`config.mk`:
```
export PLATFORM = sky130hd
export DESIGN_NAME = pixel_tracker
export DESIGN_NICKNAME = d
export VERILOG_FILES = /design/src/logic/pixel_tracker.sv
export VERILOG_INCLUDE_DIRS = /design/src /design/src/include
export SDC_FILE = /design/constraint.sdc
export NUM_CORES = 1
export LEC_CHECK = 0
export ABC_CLOCK_PERIOD_IN_PS = 1900
export BUFFER_PORTS_ARGS = -buffer_cell sky130_fd_sc_hd__buf_2
export CORE_AREA = 2 2 39 41
export DETAILED_ROUTE_END_ITERATION = 8
export DIE_AREA = 0 0 41 43
export GPL_ROUTABILITY_DRIVEN = 0
export HOLD_SLACK_MARGIN = 0.1
export PLACE_DENSITY_LB_ADDON = 0.3
export SLEW_MARGIN = 20
export SYNTH_ARGS = -nofsm -noshare
export SYNTH_HDL_FRONTEND = slang
export SYNTH_SLANG_ARGS = --single-unit
```
`constraint.sdc`:
```
create_clock -name aclk -period 1.9 [get_ports aclk]
set_clock_uncertainty 0.05 [all_clocks]
set_input_delay 0.19 -clock aclk [delete_from_list [all_inputs] [get_ports aclk]]
set_output_delay 0.19 -clock aclk [all_outputs]
set_load 0.005 [all_outputs]
```
`src/include/interp_macros.svh`:
```
// Attribute interpolator widths and timing
// Sizes of attribute words, coordinates and the framebuffer index,
// together with the fixed pipeline depth of the plane evaluation
`ifndef INTERP_MACROS_SVH
`define INTERP_MACROS_SVH

// One attribute word, signed 16.16 fixed point
`define ATTR_WIDTH 32
`define FRAC_BITS 16

// Screen and bounding-box coordinates
`define POS_WIDTH 16

// Framebuffer index of a pixel
`define FB_INDEX_WIDTH 32

// Cycles from an accepted beat to its output beat
`define INTERP_LATENCY 3

// Pixel-in-flight counter, holds 0 to INTERP_LATENCY
`define TRACK_WIDTH 3

`endif

```
`src/logic/pixel_tracker.sv`:
```
// Pixels-in-flight tracker
// Counts beats entering and leaving the interpolator and raises a
// registered level while at least one pixel is inside
`timescale 1ns/1ps
`include "interp_macros.svh"

module pixel_tracker (
    input  logic aclk,
    input  logic rst,
    input  logic pixel_in,
    input  logic pixel_out,
    output logic pixel_in_pipeline
);

    logic [`TRACK_WIDTH-1:0] count;
    logic [`TRACK_WIDTH-1:0] count_next;

    // Simultaneous entry and exit leave the count alone
    always_comb begin
        case ({pixel_in, pixel_out})
            2'b10:   count_next = count + 1'b1;
            2'b01:   count_next = count - 1'b1;
            default: count_next = count;
        endcase
    end

    always_ff @(posedge aclk) begin
        if (rst) begin
            count             <= '0;
            pixel_in_pipeline <= 1'b0;
        end else begin
            count             <= count_next;
            pixel_in_pipeline <= (count_next != '0);
        end
    end

    // An exit without a matching entry
    a_no_underflow: assert property (@(posedge aclk) disable iff (rst)
        (pixel_out && !pixel_in) |-> (count != '0))
        else $error("pixel_tracker: count underflow");

    // Pipeline cannot hold more pixels than it has stages
    a_bounded: assert property (@(posedge aclk) disable iff (rst)
        count <= `INTERP_LATENCY)
        else $error("pixel_tracker: more pixels in flight than stages");

endmodule

```
==> out/results.txt <==
Core area -> 1384 um2
Fillers -> 154
Share of the synthesized area in the top cell type -> 0.3926
Worst r2r src -> count[0]
RSZ-0062 raised after global routing -> false
DPL Wire Length -> 258.2 um
Die area -> 1763 um2
Initial Util -> 0.1474
PwrDens -> 1077 nW/um2
Final hold slack -> 0.1171 ns
Pint -> 0.0002047 W
Seq/Total Area, Yosys -> 0.3926
Register bit total from synthesis -> 4
Top cells by area, synth -> dfxtp_1 (39%), fa_1 (9.8%), ha_1 (6.1%), o211ai_2 (6.1%), nor2_1 (5.5%)
TNS Setup -> 0 ns
GRT Resource Usage Total -> 0.05427
Post-Syn Area per Cell -> 11.33 um2
Setup violations, final -> 0
Switching power -> 0.00008224 W
Die height -> 43 um
Worst setup EP type -> flop
Max-slew violations -> 0
Final Hold Fails -> 0
Final instance area -> 266.5 um2
Antenna-violating nets left -> 0
WL final -> 358 um
Setup ws final -> 0.3358 ns
Leak Pwr -> 0.1233 nW
Post-layout nets -> 33
Setup Buffers After CTS -> 0
Critical Path Start Type -> flop
Critical path class -> flop to flop
CP peak stage delay -> 0.44 ns
Switching Fraction -> 0.2866
Mapped Cells -> 18
Fmax -> 0.6393 GHz
Slew HR -> 0.8538
Vias in the first global route -> 151
Total I/O pin count -> 5
Cts hold-fix bufs -> 0
Clock buffer depth -> 2
Reg2Reg Setup Slack -> 0.34 ns
Max IR drop VDD -> 0.3613 mV
Synth warn -> 0
Hold Startpoint -> rst
Final cycle utilization of the critical path -> 0.8233
Clk pwr share -> 0.397
Status -> finished clean
Slowest CP cell -> or4_4
Die X -> 41 um
Worst flop-to-flop path endpoint -> pixel_in_pipeline
First DRT Iteration DRCs -> 0
Clk root buf -> clkbuf_4
DRT Pass-1 Iters -> 1
Worst Path Required -> 2.02 ns
Clk slew on worst S/H paths -> 0.04 ns
Min Tclk post-route -> 1.564 ns
First-pass GRT wire length -> 593 um
Mapped Area -> 203.9 um2
Share of layout cells above drive strength 1 -> 0.4400
Vias/cell -> 3.561
Combinational power share -> 0.223
Worst Path Max Fanout -> 2
Vias post-DR -> 146
Initial antenna violation count -> 0
Largest net degree at the start of global routing -> 6
Buffers added on ports -> 4
Number of H-tree levels -> 1
Register Area -> 80.08 um2
Worst Hold Path Cells -> 2
WL/cell -> 8.732 um
Cells along the critical path -> fa_1 -> xnor2_1 -> or4_4 -> o211ai_2
Sequential power share -> 0.380
Hold Path Sink -> count[1]
Antenna diodes -> 0
GRT overflow -> 0
Cell taking the most area after synthesis -> dfxtp_1
Post-CTS resize count -> 0
Arr. time, crit path -> 1.68 ns
Pre-CTS WS -> 0.1913 ns
CTS Sinks -> 4
Syn_nets -> 24
Cts bufs inserted -> 3
Cell Area, Placed -> 244.0 um2
Cell Rows -> 14
FF-to-FF path depth -> 4
CTS tree -> done
Area of the multi-input gates -> 120.1 um2
Worst skew pair latency -> 0.24 ns
Max-cap check violation count -> 0
Measured slew at the worst slew-check pin -> 0.2178 ns
Type of the tightest min-delay check -> primary input to flop
Synth cell types -> 13
Area growth syn-to-layout -> 30.67%
Residual DRC -> 0
[power groups by stage]
stage / clock, W / sequential (W) / combinational (W)
after floorplan: 0 / 0.000110 / 0.0000457
after global placement: 0 / 0.000110 / 0.0000631
after detailed placement: 0 / 0.000111 / 0.0000635
after CTS: 0.000119 / 0.000109 / 0.0000646
after global routing: 0.000121 / 0.000111 / 0.0000711
final: 0.000114 / 0.000109 / 0.0000641
[registers in the layout (all words and copies together) (netlist names)]
| register | flops |
|---|---|
| count | 3 |
| pixel_in_pipeline | 1 |
[cell usage in the layout, fill, tap and decap left out, drive strengths merged]
cell    Yosys  routed
mux2i       1       1
fa          1       1
or2b        1       1
or4         1       1
buf         0       4
inv         1       1
dfxtp       4       4
nor2        3       3
clkbuf      0       3
a21o        1       1
ha          1       1
o21ai       1       1
xor2        1       1
xnor2       1       1
o211ai      1       1
[worst max path at each step]
stage	from	cells after the start	slack, ns	to
2_1_floorplan	pixel_in	6	0.33	pixel_in_pipeline
3_3_place_gp	pixel_in	7	0.20	pixel_in_pipeline
3_5_place_dp	pixel_in	7	0.19	pixel_in_pipeline
4_1_cts	count[0]	4	0.33	pixel_in_pipeline
5_1_grt	count[0]	4	0.29	pixel_in_pipeline
6_report	count[0]	4	0.34	pixel_in_pipeline
[cell families (layout without fill, tap and decap cells)]
family | Yosys count | after routing | synth area share
XOR/XNOR | 2 | 2 | 0.08591
buffers and inverters | 1 | 8 | 0.01839
AND/OR/NAND/NOR | 5 | 5 | 0.1472
flip-flops | 4 | 4 | 0.3927
multiplexers | 1 | 1 | 0.04908
adder cells (fa/ha/maj) | 2 | 2 | 0.1595
AO/OA/AOI/OAI | 3 | 3 | 0.1472
[synth_stat cells, drive strengths merged]
cell    instances
mux2i           1
or4             1
or2b            1
o211ai          1
xor2            1
dfxtp           4
nor2            3
inv             1
ha              1
fa              1
o21ai           1
a21o            1
xnor2           1
[through the flow]
| stage | std cells | utilization | power (W) |
|---|---|---|---|
| floorplan | 18 | - | 0.0001559 |
| global placement | 38 | 0.1763 | 0.0001727 |
| global route | 41 | 0.1926 | 0.0003032 |
| CTS | 41 | 0.1926 | 0.0002926 |
| finish | 41 | 0.1926 | 0.0002869 |
| detailed placement | 38 | 0.1763 | 0.0001741 |
[critical path, delay by kind of cell (launching register included)]
family,cells,cell delay [ns]
flops,1,0.33
simple gates,1,0.44
fa+ha+maj,1,0.43
compound gates,1,0.08
xor+xnor,1,0.16
[metal layers]
metal | share of wire | vias up | GRT usage
met1 | 0.53 | 64 | 0.07097
met5 | 0 | - | 0
li1 | - | 75 | -
met4 | 0 | 0 | 0.04000
met3 | 0.10 | 0 | 0.04712
met2 | 0.37 | 7 | 0.05313
[cell type report]
type	count	share of cell area
Multi-Input combinational cell	13	0.4507
Sequential cell	4	0.3005
Clock buffer	3	0.08451
Timing Repair Buffer	4	0.07512
Tap cell	16	0.07512
Inverter	1	0.01408
Power figures use the tool's default switching activity.
