### src/include/interp_macros.svh
// Attribute interpolator widths and timing
// Sizes of attribute words, coordinates and the framebuffer index,
// together with the fixed pipeline depth of the plane evaluation
`ifndef INTERP_MACROS_SVH
`define INTERP_MACROS_SVH

// One attribute word, signed 16.16 fixed point
`define ATTR_WIDTH 32
`define FRAC_BITS 16

// Screen and bounding-box coordinates
`define POS_WIDTH 16

// Framebuffer index of a pixel
`define FB_INDEX_WIDTH 32

// Cycles from an accepted beat to its output beat
`define INTERP_LATENCY 3

// Pixel-in-flight counter, holds 0 to INTERP_LATENCY
`define TRACK_WIDTH 3

`endif

### src/logic/raster_stream_pkg.sv
// Raster pixel stream types
// Beat layouts seen by the interpolator on its input side, and the fields
// that travel around the arithmetic to the output side
`include "interp_macros.svh"

package raster_stream_pkg;

    // x in the low half, y in the high half
    typedef struct packed {
        logic [`POS_WIDTH-1:0] y;
        logic [`POS_WIDTH-1:0] x;
    } screen_pos_t;

    typedef logic [`FB_INDEX_WIDTH-1:0] fb_index_t;

    // Input beat, bounding-box position in the lowest bits
    typedef struct packed {
        fb_index_t   fb_index;
        screen_pos_t screen_pos;
        screen_pos_t bbox_pos;
    } pixel_in_t;

    // Fields that bypass the plane evaluation
    typedef struct packed {
        screen_pos_t screen_pos;
        fb_index_t   fb_index;
        logic        last;
    } pixel_pass_t;

endpackage

### src/logic/stream_delay_line.sv
// Pass-through delay line
// Carries valid and the untouched beat fields for a fixed number of
// cycles so they line up with the plane evaluator results
`timescale 1ns/1ps
`include "interp_macros.svh"

module stream_delay_line #(
    parameter int DEPTH = `INTERP_LATENCY
) (
    input  logic                           aclk,
    input  logic                           rst,
    input  logic                           in_valid,
    input  raster_stream_pkg::pixel_pass_t in_beat,
    output logic                           out_valid,
    output raster_stream_pkg::pixel_pass_t out_beat
);

    logic [DEPTH-1:0]               valid_sr;
    raster_stream_pkg::pixel_pass_t beat_sr [DEPTH];

    // Valid chain
    always_ff @(posedge aclk) begin
        if (rst) begin
            valid_sr <= '0;
        end else begin
            valid_sr[0] <= in_valid;
            for (int i = 1; i < DEPTH; i++) begin
                valid_sr[i] <= valid_sr[i-1];
            end
        end
    end

    // Data chain, meaningful only where valid is set
    always_ff @(posedge aclk) begin
        beat_sr[0] <= in_beat;
        for (int i = 1; i < DEPTH; i++) begin
            beat_sr[i] <= beat_sr[i-1];
        end
    end

    assign out_valid = valid_sr[DEPTH-1];
    assign out_beat  = beat_sr[DEPTH-1];

    a_valid_known: assert property (@(posedge aclk) disable iff (rst) !$isunknown(out_valid))
        else $error("stream_delay_line: out_valid unknown");

endmodule

### config.mk
export PLATFORM = sky130hd
export DESIGN_NAME = stream_delay_line
export DESIGN_NICKNAME = d
export VERILOG_FILES = /design/src/logic/raster_stream_pkg.sv /design/src/logic/stream_delay_line.sv
export VERILOG_INCLUDE_DIRS = /design/src /design/src/include
export SDC_FILE = /design/constraint.sdc
export NUM_CORES = 1
export LEC_CHECK = 0
export BUFFER_PORTS_ARGS = -buffer_cell sky130_fd_sc_hd__clkbuf_2
export CORE_MARGIN = 5
export CORE_UTILIZATION = 46
export CTS_BUF_LIST = sky130_fd_sc_hd__clkbuf_8 sky130_fd_sc_hd__clkbuf_16
export CTS_CLUSTER_DIAMETER = 30
export DETAILED_ROUTE_END_ITERATION = 10
export GPL_TIMING_DRIVEN = 0
export PLACE_DENSITY = 0.73
export SYNTH_ARGS = -nofsm -noshare
export SYNTH_HDL_FRONTEND = slang
export SYNTH_SLANG_ARGS = --single-unit
### constraint.sdc
create_clock -name aclk -period 0.8 [get_ports aclk]
set_input_delay 0.16 -clock aclk [delete_from_list [all_inputs] [get_ports aclk]]
set_output_delay 0.16 -clock aclk [all_outputs]
set_load 0.02 [all_outputs]
==> flow_summary_export.csv <==
group,metric,value,unit
yosys,yosysMostFrequentCell,"dfxtp_1",
clocking,cts_setup_buffers,0,
route,avgRoutedWirePerCell,12.9,µm
timing,max_slew_margin,81.4,%
clocking,cts_sinks,198,
floorplan,die_height,109,µm
worst_setup_path,crit_buf_inv,1,
yosys,yosysSeqAreaShare,88.7,%
global_route,antenna_found_initial,0,
floorplan,io_pins,134,
worst_setup_path,crit_type,"register to primary output",
layout,drive_above_1_share,53.0,%
placement,io_buffers,133,
yosys,synth_area_leaders,"dfxtp_1 89%, buf_4 11%, nor2b_1 0.42%",
global_route,grt_overflow,0,
global_route,grt_usage,13.2,%
floorplan,rows,36,
worst_setup_path,cp-end-kind,"primary output",
route,drt_iter0_drc,36,
timing,finalMaxSlewViolations,0,
run_status,violations,"setup timing",
timing,tightestPinTransition,280,ps
floorplan,dieArea,0.0118,mm²
power_and_ir_drop,pwr-share-seq,54.3,%
yosys,yosysTopAreaCellShare,88.7,%
worst_setup_path,crit_arrival,980,ps
placement,hpwlAfterDp,4330,µm
run,maxCapViolCount,0,
yosys,synth-compound-area-share,0,%
timing,clock_skew,8.85,ps
route,routed_wl,7270,µm
worst_setup_path,required,640,ps
yosys,synth_area_leader_cell,"dfxtp_1",
clocking,cts_tree,"yes",
yosys,synthFlopType,"dfxtp_1",
floorplan,die_w,109,µm
yosys,synth.area.mux_share,0,%
layout,finalNetCount,488,
hold_path,hp-class,"primary input to register",
placement,dp_cells,532,
worst_setup_path,path_delay_family,"flip-flops",
layout,final_cells,565,
power_and_ir_drop,comb_power_share,6.0,%
yosys,async_reset_ff_share,0,%
clocking,htree_levels,4,
yosys,syn_area,0.00447,mm²
global_route,grt_pass1_vias,2319,
layout,syn_to_final_growth,51.7,%
power_and_ir_drop,vdd.ir_drop.worst,1690,µV
yosys,synth_warnings,0,
route,ant_nets,0,
power_and_ir_drop,power.internal,15.4,mW
route,dr.pass1.iters,4,
clocking,path_clk_slew,70,ps
layout,n_antenna_cell,0,
power_and_ir_drop,p_total,19.5,mW
yosys,synthesis.nets,334,
timing,fin_crit,1140,ps
power_and_ir_drop,p_per_area,2880,mW/mm²
run_status,status,"complete, but fails checks",
placement,place_congestion,0.619,
yosys,synth_simple_gate_area_share,0.420,%
worst_setup_path,critPathMaxFanout,1,
yosys,synth_cells,266,
yosys,ys_seq_elements,198,
yosys,synth-adder-area-share,0,%
yosys,synth_top_family_by_area,"buffers and inverters",
timing,final.setup.worst_slack,-341,ps
clocking,cts_root_buffer,"clkbuf_8",
clocking,clockBufferDepth,2,
global_route,grt_max_degree,19,
power_and_ir_drop,p_clk_share,39.7,%
floorplan,initial_core_util,46.4,%
power_and_ir_drop,leakagePower,3.00,nW
route,remaining_drc_errors,0,
worst_setup_path,max_stage_delay,350,ps
layout,fin_util,70.3,%
timing,rsz0062_at_grt,"true",
global_route,grt_pass1_wl,11200,µm
clocking,cts_buffers,17,
timing,final.period_utilization,143,%
route,viasPerCell,3.78,
timing,setup-tns-final,-20940,ps
yosys,synth_edf_count,0,
clocking,insertion_delay,520,ps
timing,fmax,877,MHz
power_and_ir_drop,swShare,21.2,%
worst_setup_path,critPathSlowestCell,"dfxtp_2",
worst_setup_path,cp_cell_sequence,"buf_8",
yosys,synthXorXnorAreaFrac,0,%
timing,hold_viol_final,0,
worst_setup_path,cp-start-kind,"register",
floorplan,core_area,0.00964,mm²
yosys,synth_common_cells,"198 x dfxtp_1, 65 x buf_4, 3 x nor2b_1",
power_and_ir_drop,switching_power,4.15,mW
yosys,synth_area_per_cell,16.8,µm²
route,vias,2135,
yosys,synth_cell_types,3,
timing,setup_viol,66,
==> path summary, 6_finish.rpt <==
kind / startpoint / to / slack [ps] / cells past startpoint
setup reg to reg: valid_sr[0] / valid_sr[1] / 260 / 1
hold reg to reg: beat_sr[0][51] / beat_sr[0][116] / 320 / 0
hold / removal: in_beat[42] / beat_sr[0][42] / 270 / 2
setup / recovery: beat_sr[0][147] / out_beat[17] / -340 / 1
==> registers in the layout, summed over array words and instances (netlist names) <==
register and count:
valid_sr 3, beat_sr 195
==> power by group through the flow <==
| stage | logic, mW | registers, mW | clock network [mW] |
|---|---|---|---|
| floorplan | 0.475 | 10.7 | 0 |
| global placement | 0.795 | 10.7 | 0 |
| detailed placement | 0.806 | 10.7 | 0 |
| CTS | 1.08 | 10.6 | 7.98 |
| global route | 1.23 | 10.7 | 8.41 |
| finish | 1.16 | 10.6 | 7.76 |
==> cells in the final DEF (no fill, tap or decap) <==
| cell type | n |
|---|---|
| clkinv_2 | 1 |
| clkbuf_2 | 67 |
| dfxtp_2 | 66 |
| inv_6 | 6 |
| buf_8 | 66 |
| dlygate4sd3_1 | 67 |
| clkbuf_8 | 1 |
| inv_8 | 2 |
| clkbuf_16 | 16 |
| clkinvlp_4 | 2 |
| inv_1 | 1 |
| nor2b_1 | 3 |
| clkinv_4 | 1 |
| bufinv_16 | 1 |
| dfxtp_1 | 132 |
==> routing by layer <==
metal / global-route usage, % / routed length (µm) / part of all wire, %
met5: 0 / 0 / 0
met4: 7.30 / 103 / 1.4
met3: 6.09 / 655 / 9.0
met2: 23.5 / 4040 / 56
met1: 12.4 / 2470 / 34
==> area by class of cell <==
cell class	instances	area, µm²
multi-input combinational	3	18.8
sequential	198	4050
tap	133	166
fill	629	2860
timing repair buffer	200	2000
clock buffer	17	414
clock inverter	14	138
==> metrics by stage <==
step	instance area, µm²	setup slack, ps	hold slack, ps
2_1_floorplan	4470	224	188
6_report	6780	-341	274
3_3_place_gp	5300	89.3	262
5_1_grt	6780	-389	253
3_5_place_dp	5300	79.7	264
4_1_cts	6700	-388	246
==> timing repair <==
item	in CTS	in global routing
resized for setup	196	68
endpoints found under the setup margin	66	66
hold buffers	67	0
endpoints found under the hold margin	68	0
==> cell families after synthesis <==
family	after synthesis
buf+inv	65
flops	198
simple gates	3
Note: power is estimated with default switching activity, not from simulation.
