--- config.mk ---
export PLATFORM = sky130hd
export DESIGN_NAME = plane_evaluator
export DESIGN_NICKNAME = d
export VERILOG_FILES = /design/src/logic/raster_stream_pkg.sv /design/src/logic/attrib_pkg.sv /design/src/logic/plane_evaluator.sv
export VERILOG_INCLUDE_DIRS = /design/src /design/src/include
export SDC_FILE = /design/constraint.sdc
export NUM_CORES = 2
export LEC_CHECK = 0
export ABC_AREA = 0
export BUFFER_PORTS_ARGS = -buffer_cell sky130_fd_sc_hd__buf_2
export CORE_MARGIN = 2
export CORE_UTILIZATION = 45
export DETAILED_ROUTE_END_ITERATION = 10
export MAX_ROUTING_LAYER = met4
export PLACE_DENSITY_LB_ADDON = 0.25
export SLEW_MARGIN = 20
export SYNTH_ARGS = -nofsm -noshare
export SYNTH_HDL_FRONTEND = slang
export SYNTH_SLANG_ARGS = --single-unit
--- constraint.sdc ---
create_clock -name aclk -period 12.95 [get_ports aclk]
set_input_delay 2.59 -clock aclk [delete_from_list [all_inputs] [get_ports aclk]]
set_output_delay 2.59 -clock aclk [all_outputs]
set_load 0.005 [all_outputs]
--- src/include/interp_macros.svh ---
// Attribute interpolator widths and timing
// Sizes of attribute words, coordinates and the framebuffer index,
// together with the fixed pipeline depth of the plane evaluation
`ifndef INTERP_MACROS_SVH
`define INTERP_MACROS_SVH

// One attribute word, signed 16.16 fixed point
`define ATTR_WIDTH 32
`define FRAC_BITS 16

// Screen and bounding-box coordinates
`define POS_WIDTH 16

// Framebuffer index of a pixel
`define FB_INDEX_WIDTH 32

// Cycles from an accepted beat to its output beat
`define INTERP_LATENCY 3

// Pixel-in-flight counter, holds 0 to INTERP_LATENCY
`define TRACK_WIDTH 3

`endif

--- src/logic/raster_stream_pkg.sv ---
// Raster pixel stream types
// Beat layouts seen by the interpolator on its input side, and the fields
// that travel around the arithmetic to the output side
`include "interp_macros.svh"

package raster_stream_pkg;

    // x in the low half, y in the high half
    typedef struct packed {
        logic [`POS_WIDTH-1:0] y;
        logic [`POS_WIDTH-1:0] x;
    } screen_pos_t;

    typedef logic [`FB_INDEX_WIDTH-1:0] fb_index_t;

    // Input beat, bounding-box position in the lowest bits
    typedef struct packed {
        fb_index_t   fb_index;
        screen_pos_t screen_pos;
        screen_pos_t bbox_pos;
    } pixel_in_t;

    // Fields that bypass the plane evaluation
    typedef struct packed {
        screen_pos_t screen_pos;
        fb_index_t   fb_index;
        logic        last;
    } pixel_pass_t;

endpackage

--- src/logic/attrib_pkg.sv ---
// Triangle attribute types
// Fixed-point attribute words, plane equations and the named sets of
// attributes that the interpolator evaluates for every pixel
`include "interp_macros.svh"

package attrib_pkg;

    // Number of interpolated attributes
    localparam int ATTR_COUNT = 7;

    // Signed 16.16 value, usable directly in arithmetic
    typedef struct packed signed {
        logic signed [`ATTR_WIDTH-`FRAC_BITS-1:0] int_part;
        logic        [`FRAC_BITS-1:0]             frac;
    } attr_t;

    // Plane equation: base + x * inc_x + y * inc_y
    typedef struct packed {
        attr_t base;
        attr_t inc_x;
        attr_t inc_y;
    } plane_t;

    typedef struct packed {
        attr_t depth_z;
        attr_t color_r;
        attr_t color_g;
        attr_t color_b;
        attr_t color_a;
        attr_t tex_s;
        attr_t tex_t;
    } attr_set_t;

    // Same field order as attr_set_t
    typedef struct packed {
        plane_t depth_z;
        plane_t color_r;
        plane_t color_g;
        plane_t color_b;
        plane_t color_a;
        plane_t tex_s;
        plane_t tex_t;
    } plane_set_t;

endpackage

--- src/logic/plane_evaluator.sv ---
// Plane equation evaluator for one attribute
// Computes base + x * inc_x + y * inc_y in signed 16.16 fixed point over
// three registered stages, so a new pixel can enter every cycle
`timescale 1ns/1ps
`include "interp_macros.svh"

module plane_evaluator (
    input  logic                           aclk,
    input  raster_stream_pkg::screen_pos_t bbox_pos,
    input  attrib_pkg::plane_t             plane,
    output attrib_pkg::attr_t              value
);

    localparam int STAGES = 3;
    localparam int EXT_BITS = `ATTR_WIDTH - `POS_WIDTH;

    // Stage count must agree with the pass-through delay line
    if (STAGES != `INTERP_LATENCY) begin : g_latency_check
        $error("plane_evaluator: stage count differs from INTERP_LATENCY");
    end

    // Offsets are non-negative integers, zero extended to a full word
    logic signed [`ATTR_WIDTH-1:0] off_x;
    logic signed [`ATTR_WIDTH-1:0] off_y;

    attrib_pkg::attr_t prod_x;
    attrib_pkg::attr_t prod_y;
    attrib_pkg::attr_t inc_sum;
    attrib_pkg::attr_t value_q;

    assign off_x = {{EXT_BITS{1'b0}}, bbox_pos.x};
    assign off_y = {{EXT_BITS{1'b0}}, bbox_pos.y};

    ////////////////////////////////////////////////////////////
    // Stage 1 offset times increment
    ////////////////////////////////////////////////////////////
    // Integer offset times 16.16 increment stays 16.16, low word kept
    always_ff @(posedge aclk) begin
        prod_x <= off_x * plane.inc_x;
        prod_y <= off_y * plane.inc_y;
    end

    ////////////////////////////////////////////////////////////
    // Stage 2 combined increment
    ////////////////////////////////////////////////////////////
    always_ff @(posedge aclk) begin
        inc_sum <= prod_x + prod_y;
    end

    ////////////////////////////////////////////////////////////
    // Stage 3 add base
    ////////////////////////////////////////////////////////////
    // Base is a level held by the rasterizer, no need to delay it
    always_ff @(posedge aclk) begin
        value_q <= inc_sum + plane.base;
    end

    assign value = value_q;

endmodule

==> results_dict.tcl <==
set metrics [dict create \
    status "finished clean" \
    cp.arrival_ns 8.88 \
    ys_seq_elements 128 \
    skew_ns 0.01183 \
    hpwl_um 54600 \
    grt_max_degree 33 \
    cts_buffers 17 \
    drv_cap 0 \
    num-nets-final 4321 \
    synth-edff-count 0 \
    grt_pass1_wl_um 114100 \
    grt_pass1_vias 22170 \
    syn-mean-instance-area_um2 8.782 \
    via_per_inst 4.997 \
    crit_buf_inv 5 \
    cp_top_family "adder cells" \
    io_pins 161 \
    min_path_cells 1 \
    period_share 0.6616 \
    path_common_cell "fa_1" \
    whs_ns 0.4750 \
    drc 0 \
    io_buffers 160 \
    fin_tns_setup_ns 0 \
    cts_root_buf "clkbuf_16" \
    clockBufferDepth 2 \
    rsz0062_at_grt "false" \
    firstDrtPassIters 5 \
    crit_cells 22 \
    vias 21060 \
    gp_congestion 0.8544 \
    end_kind "register" \
    worstPathRequired_ns 13.26 \
    postRouteWirelength_um 68290 \
    cts_resized 0 \
    syn2layout_area_growth_pct 7.015 \
    setup-violations-final 0 \
    path_cells "buf_2 -> nand2_1 -> fa_1 -> fa_1 -> fa_1 -> inv_1 -> ha_1 -> fa_1 -> inv_1 -> fa_1 -> inv_1 -> ha_1 -> a21oi_1 -> nor3b_1 -> nand3b_1 -> a31oi_1 -> o21ai_0 -> buf_4 -> a221oi_1 -> o311ai_0 -> a21o_1 -> xnor2_1" \
    die-area_um2 66370 \
    postSynthCellCount 3296 \
    start_util 0.4572 \
    drive_gt1_frac 0.06116 \
    cts-hold-fix-buffers 0 \
    worstSetupPathType "primary input to register" \
    cts_tree "done" \
    fin_util 0.4893 \
    htree_num_levels 4 \
    synth_nets 4261 \
    maxSlewHeadroom 0.1965 \
    fin_cells 4215 \
    synth_ff_type "dfxtp_1" \
    hold_viol_final 0 \
    wl_per_cell_um 16.20 \
    detail-route-antenna-nets 0 \
    fmax_ghz 0.1167 \
    slowest_stage "buf_2" \
    post_cts_buffers 0 \
    die_w_um 257.6 \
    core_area_um2 63310 \
    hp-class "register to register" \
    yosys_warnings 0 \
    start_kind "primary input" \
    syn_area_um2 28950 \
    crit_fanout 30 \
    row_count 92 \
    maxSlewViolCount 0 \
    critical_path.max_stage_delay_ns 0.57 \
    fin_crit_ns 8.568 \
    clk_pin_slew_ns 0.06 \
    synth_cell_types 56 \
    cts.sinks 128 \
    ys_async_sr_fraction 0 \
    worst_slew_pin_slew_ns 1.197 \
    overflow 0 \
    reg2reg_depth 11 \
    clock_latency_ns 0.42 \
    numPlacedInstances 4183 \
    drt_iter0_drc 1009 \
    ys_seq_area_frac 0.08852 \
    antenna_found_initial 1 \
    grt_usage 0.2223 \
    die_h_um 257.6 \
]
-- path summary, 6_finish.rpt --
path                                            to                 from  slack (ns)
worst max-delay path            prod_x[30]$_DFF_P_          bbox_pos[2]        4.38
worst max register to register   value[28]$_DFF_P_  inc_sum[11]$_DFF_P_        9.26
worst min-delay path              value[0]$_DFF_P_   inc_sum[0]$_DFF_P_        0.47
worst min register to register    value[0]$_DFF_P_   inc_sum[0]$_DFF_P_        0.47
-- cells by family after synthesis --
kind of cell | count (synthesis) | share of synthesized area
compound gates | 285 | 0.06445
xor+xnor | 165 | 0.04992
fa+ha+maj | 836 | 0.5196
buf+inv | 912 | 0.1183
flops | 128 | 0.08852
simple gates | 970 | 0.1593
-- placed cells by master, fill, tap and decap left out, drive strengths merged, types with 10 or more instances in the layout --
master,instances
dfxtp,128
nand3,11
clkbuf,17
fa,610
inv,796
ha,226
nor2,55
o21ai,51
a21oi,92
and2,311
xor2,45
buf,162
o21a,22
xnor2,120
nand2,522
nor2b,17
a21o,53
nor3,12
and3,10
-- synth_stat cells (3+ instances only) --
cell type,number,area share
xor2_1,45,0.014
or3_1,4,0.00086
a31o_2,4,0.0012
nand2_1,522,0.068
nand4_1,6,0.0013
or2_2,3,0.00065
nor2_1,55,0.0071
o21a_1,22,0.0057
nand3b_1,5,0.0013
nor3b_1,4,0.0010
nand2b_1,8,0.0017
o211ai_1,4,0.0010
nor2b_1,17,0.0037
dfxtp_1,128,0.089
ha_1,226,0.098
o211a_1,3,0.0010
and2_1,311,0.067
nand3_1,11,0.0019
a211o_1,4,0.0012
fa_1,610,0.42
a31oi_1,9,0.0019
a21o_1,53,0.014
a221oi_1,3,0.00091
o21ai_0,50,0.0086
xnor2_1,120,0.036
nor3_1,12,0.0021
clkbuf_1,121,0.016
o21bai_1,6,0.0016
and3_1,10,0.0022
a211oi_1,9,0.0023
inv_1,791,0.10
a21oi_1,91,0.016
-- through the flow --
step           instance area, um2  setup WS (ns)
2_1_floorplan               28950          4.528
3_3_place_gp                30370          4.052
3_5_place_dp                30370          3.978
4_1_cts                     30970          4.399
5_1_grt                     30980          4.045
6_report                    30980          4.382
-- state kept, by name (all words and copies together), names as in the netlist --
register and cells:
inc_sum 32, prod_x 32, prod_y 32, value 32
-- layout make-up --
cell class / instances / area [um2]
Fill cell: 6152 / 32330
Multi-Input combinational cell: 2256 / 22960
Tap cell: 846 / 1059
Sequential cell: 128 / 2562
Clock inverter: 14 / 181.4
Timing Repair Buffer: 162 / 815.8
Inverter: 791 / 2969
Clock buffer: 17 / 425.4
Antenna cell: 1 / 2.502
-- layer usage --
| layer | vias to the layer above | track usage | share of wire |
|---|---|---|---|
| li1 | 9820 | - | - |
| met1 | 10610 | 0.2932 | 0.44 |
| met2 | 535 | 0.3656 | 0.49 |
| met3 | 96 | 0.02650 | 0.046 |
| met4 | 0 | 0.05636 | 0.023 |
| met5 | - | - | 0 |
Power is left out: the tool's default activity adds up to more than one toggle a clock period on the data nets, which glitch-free logic cannot reach.
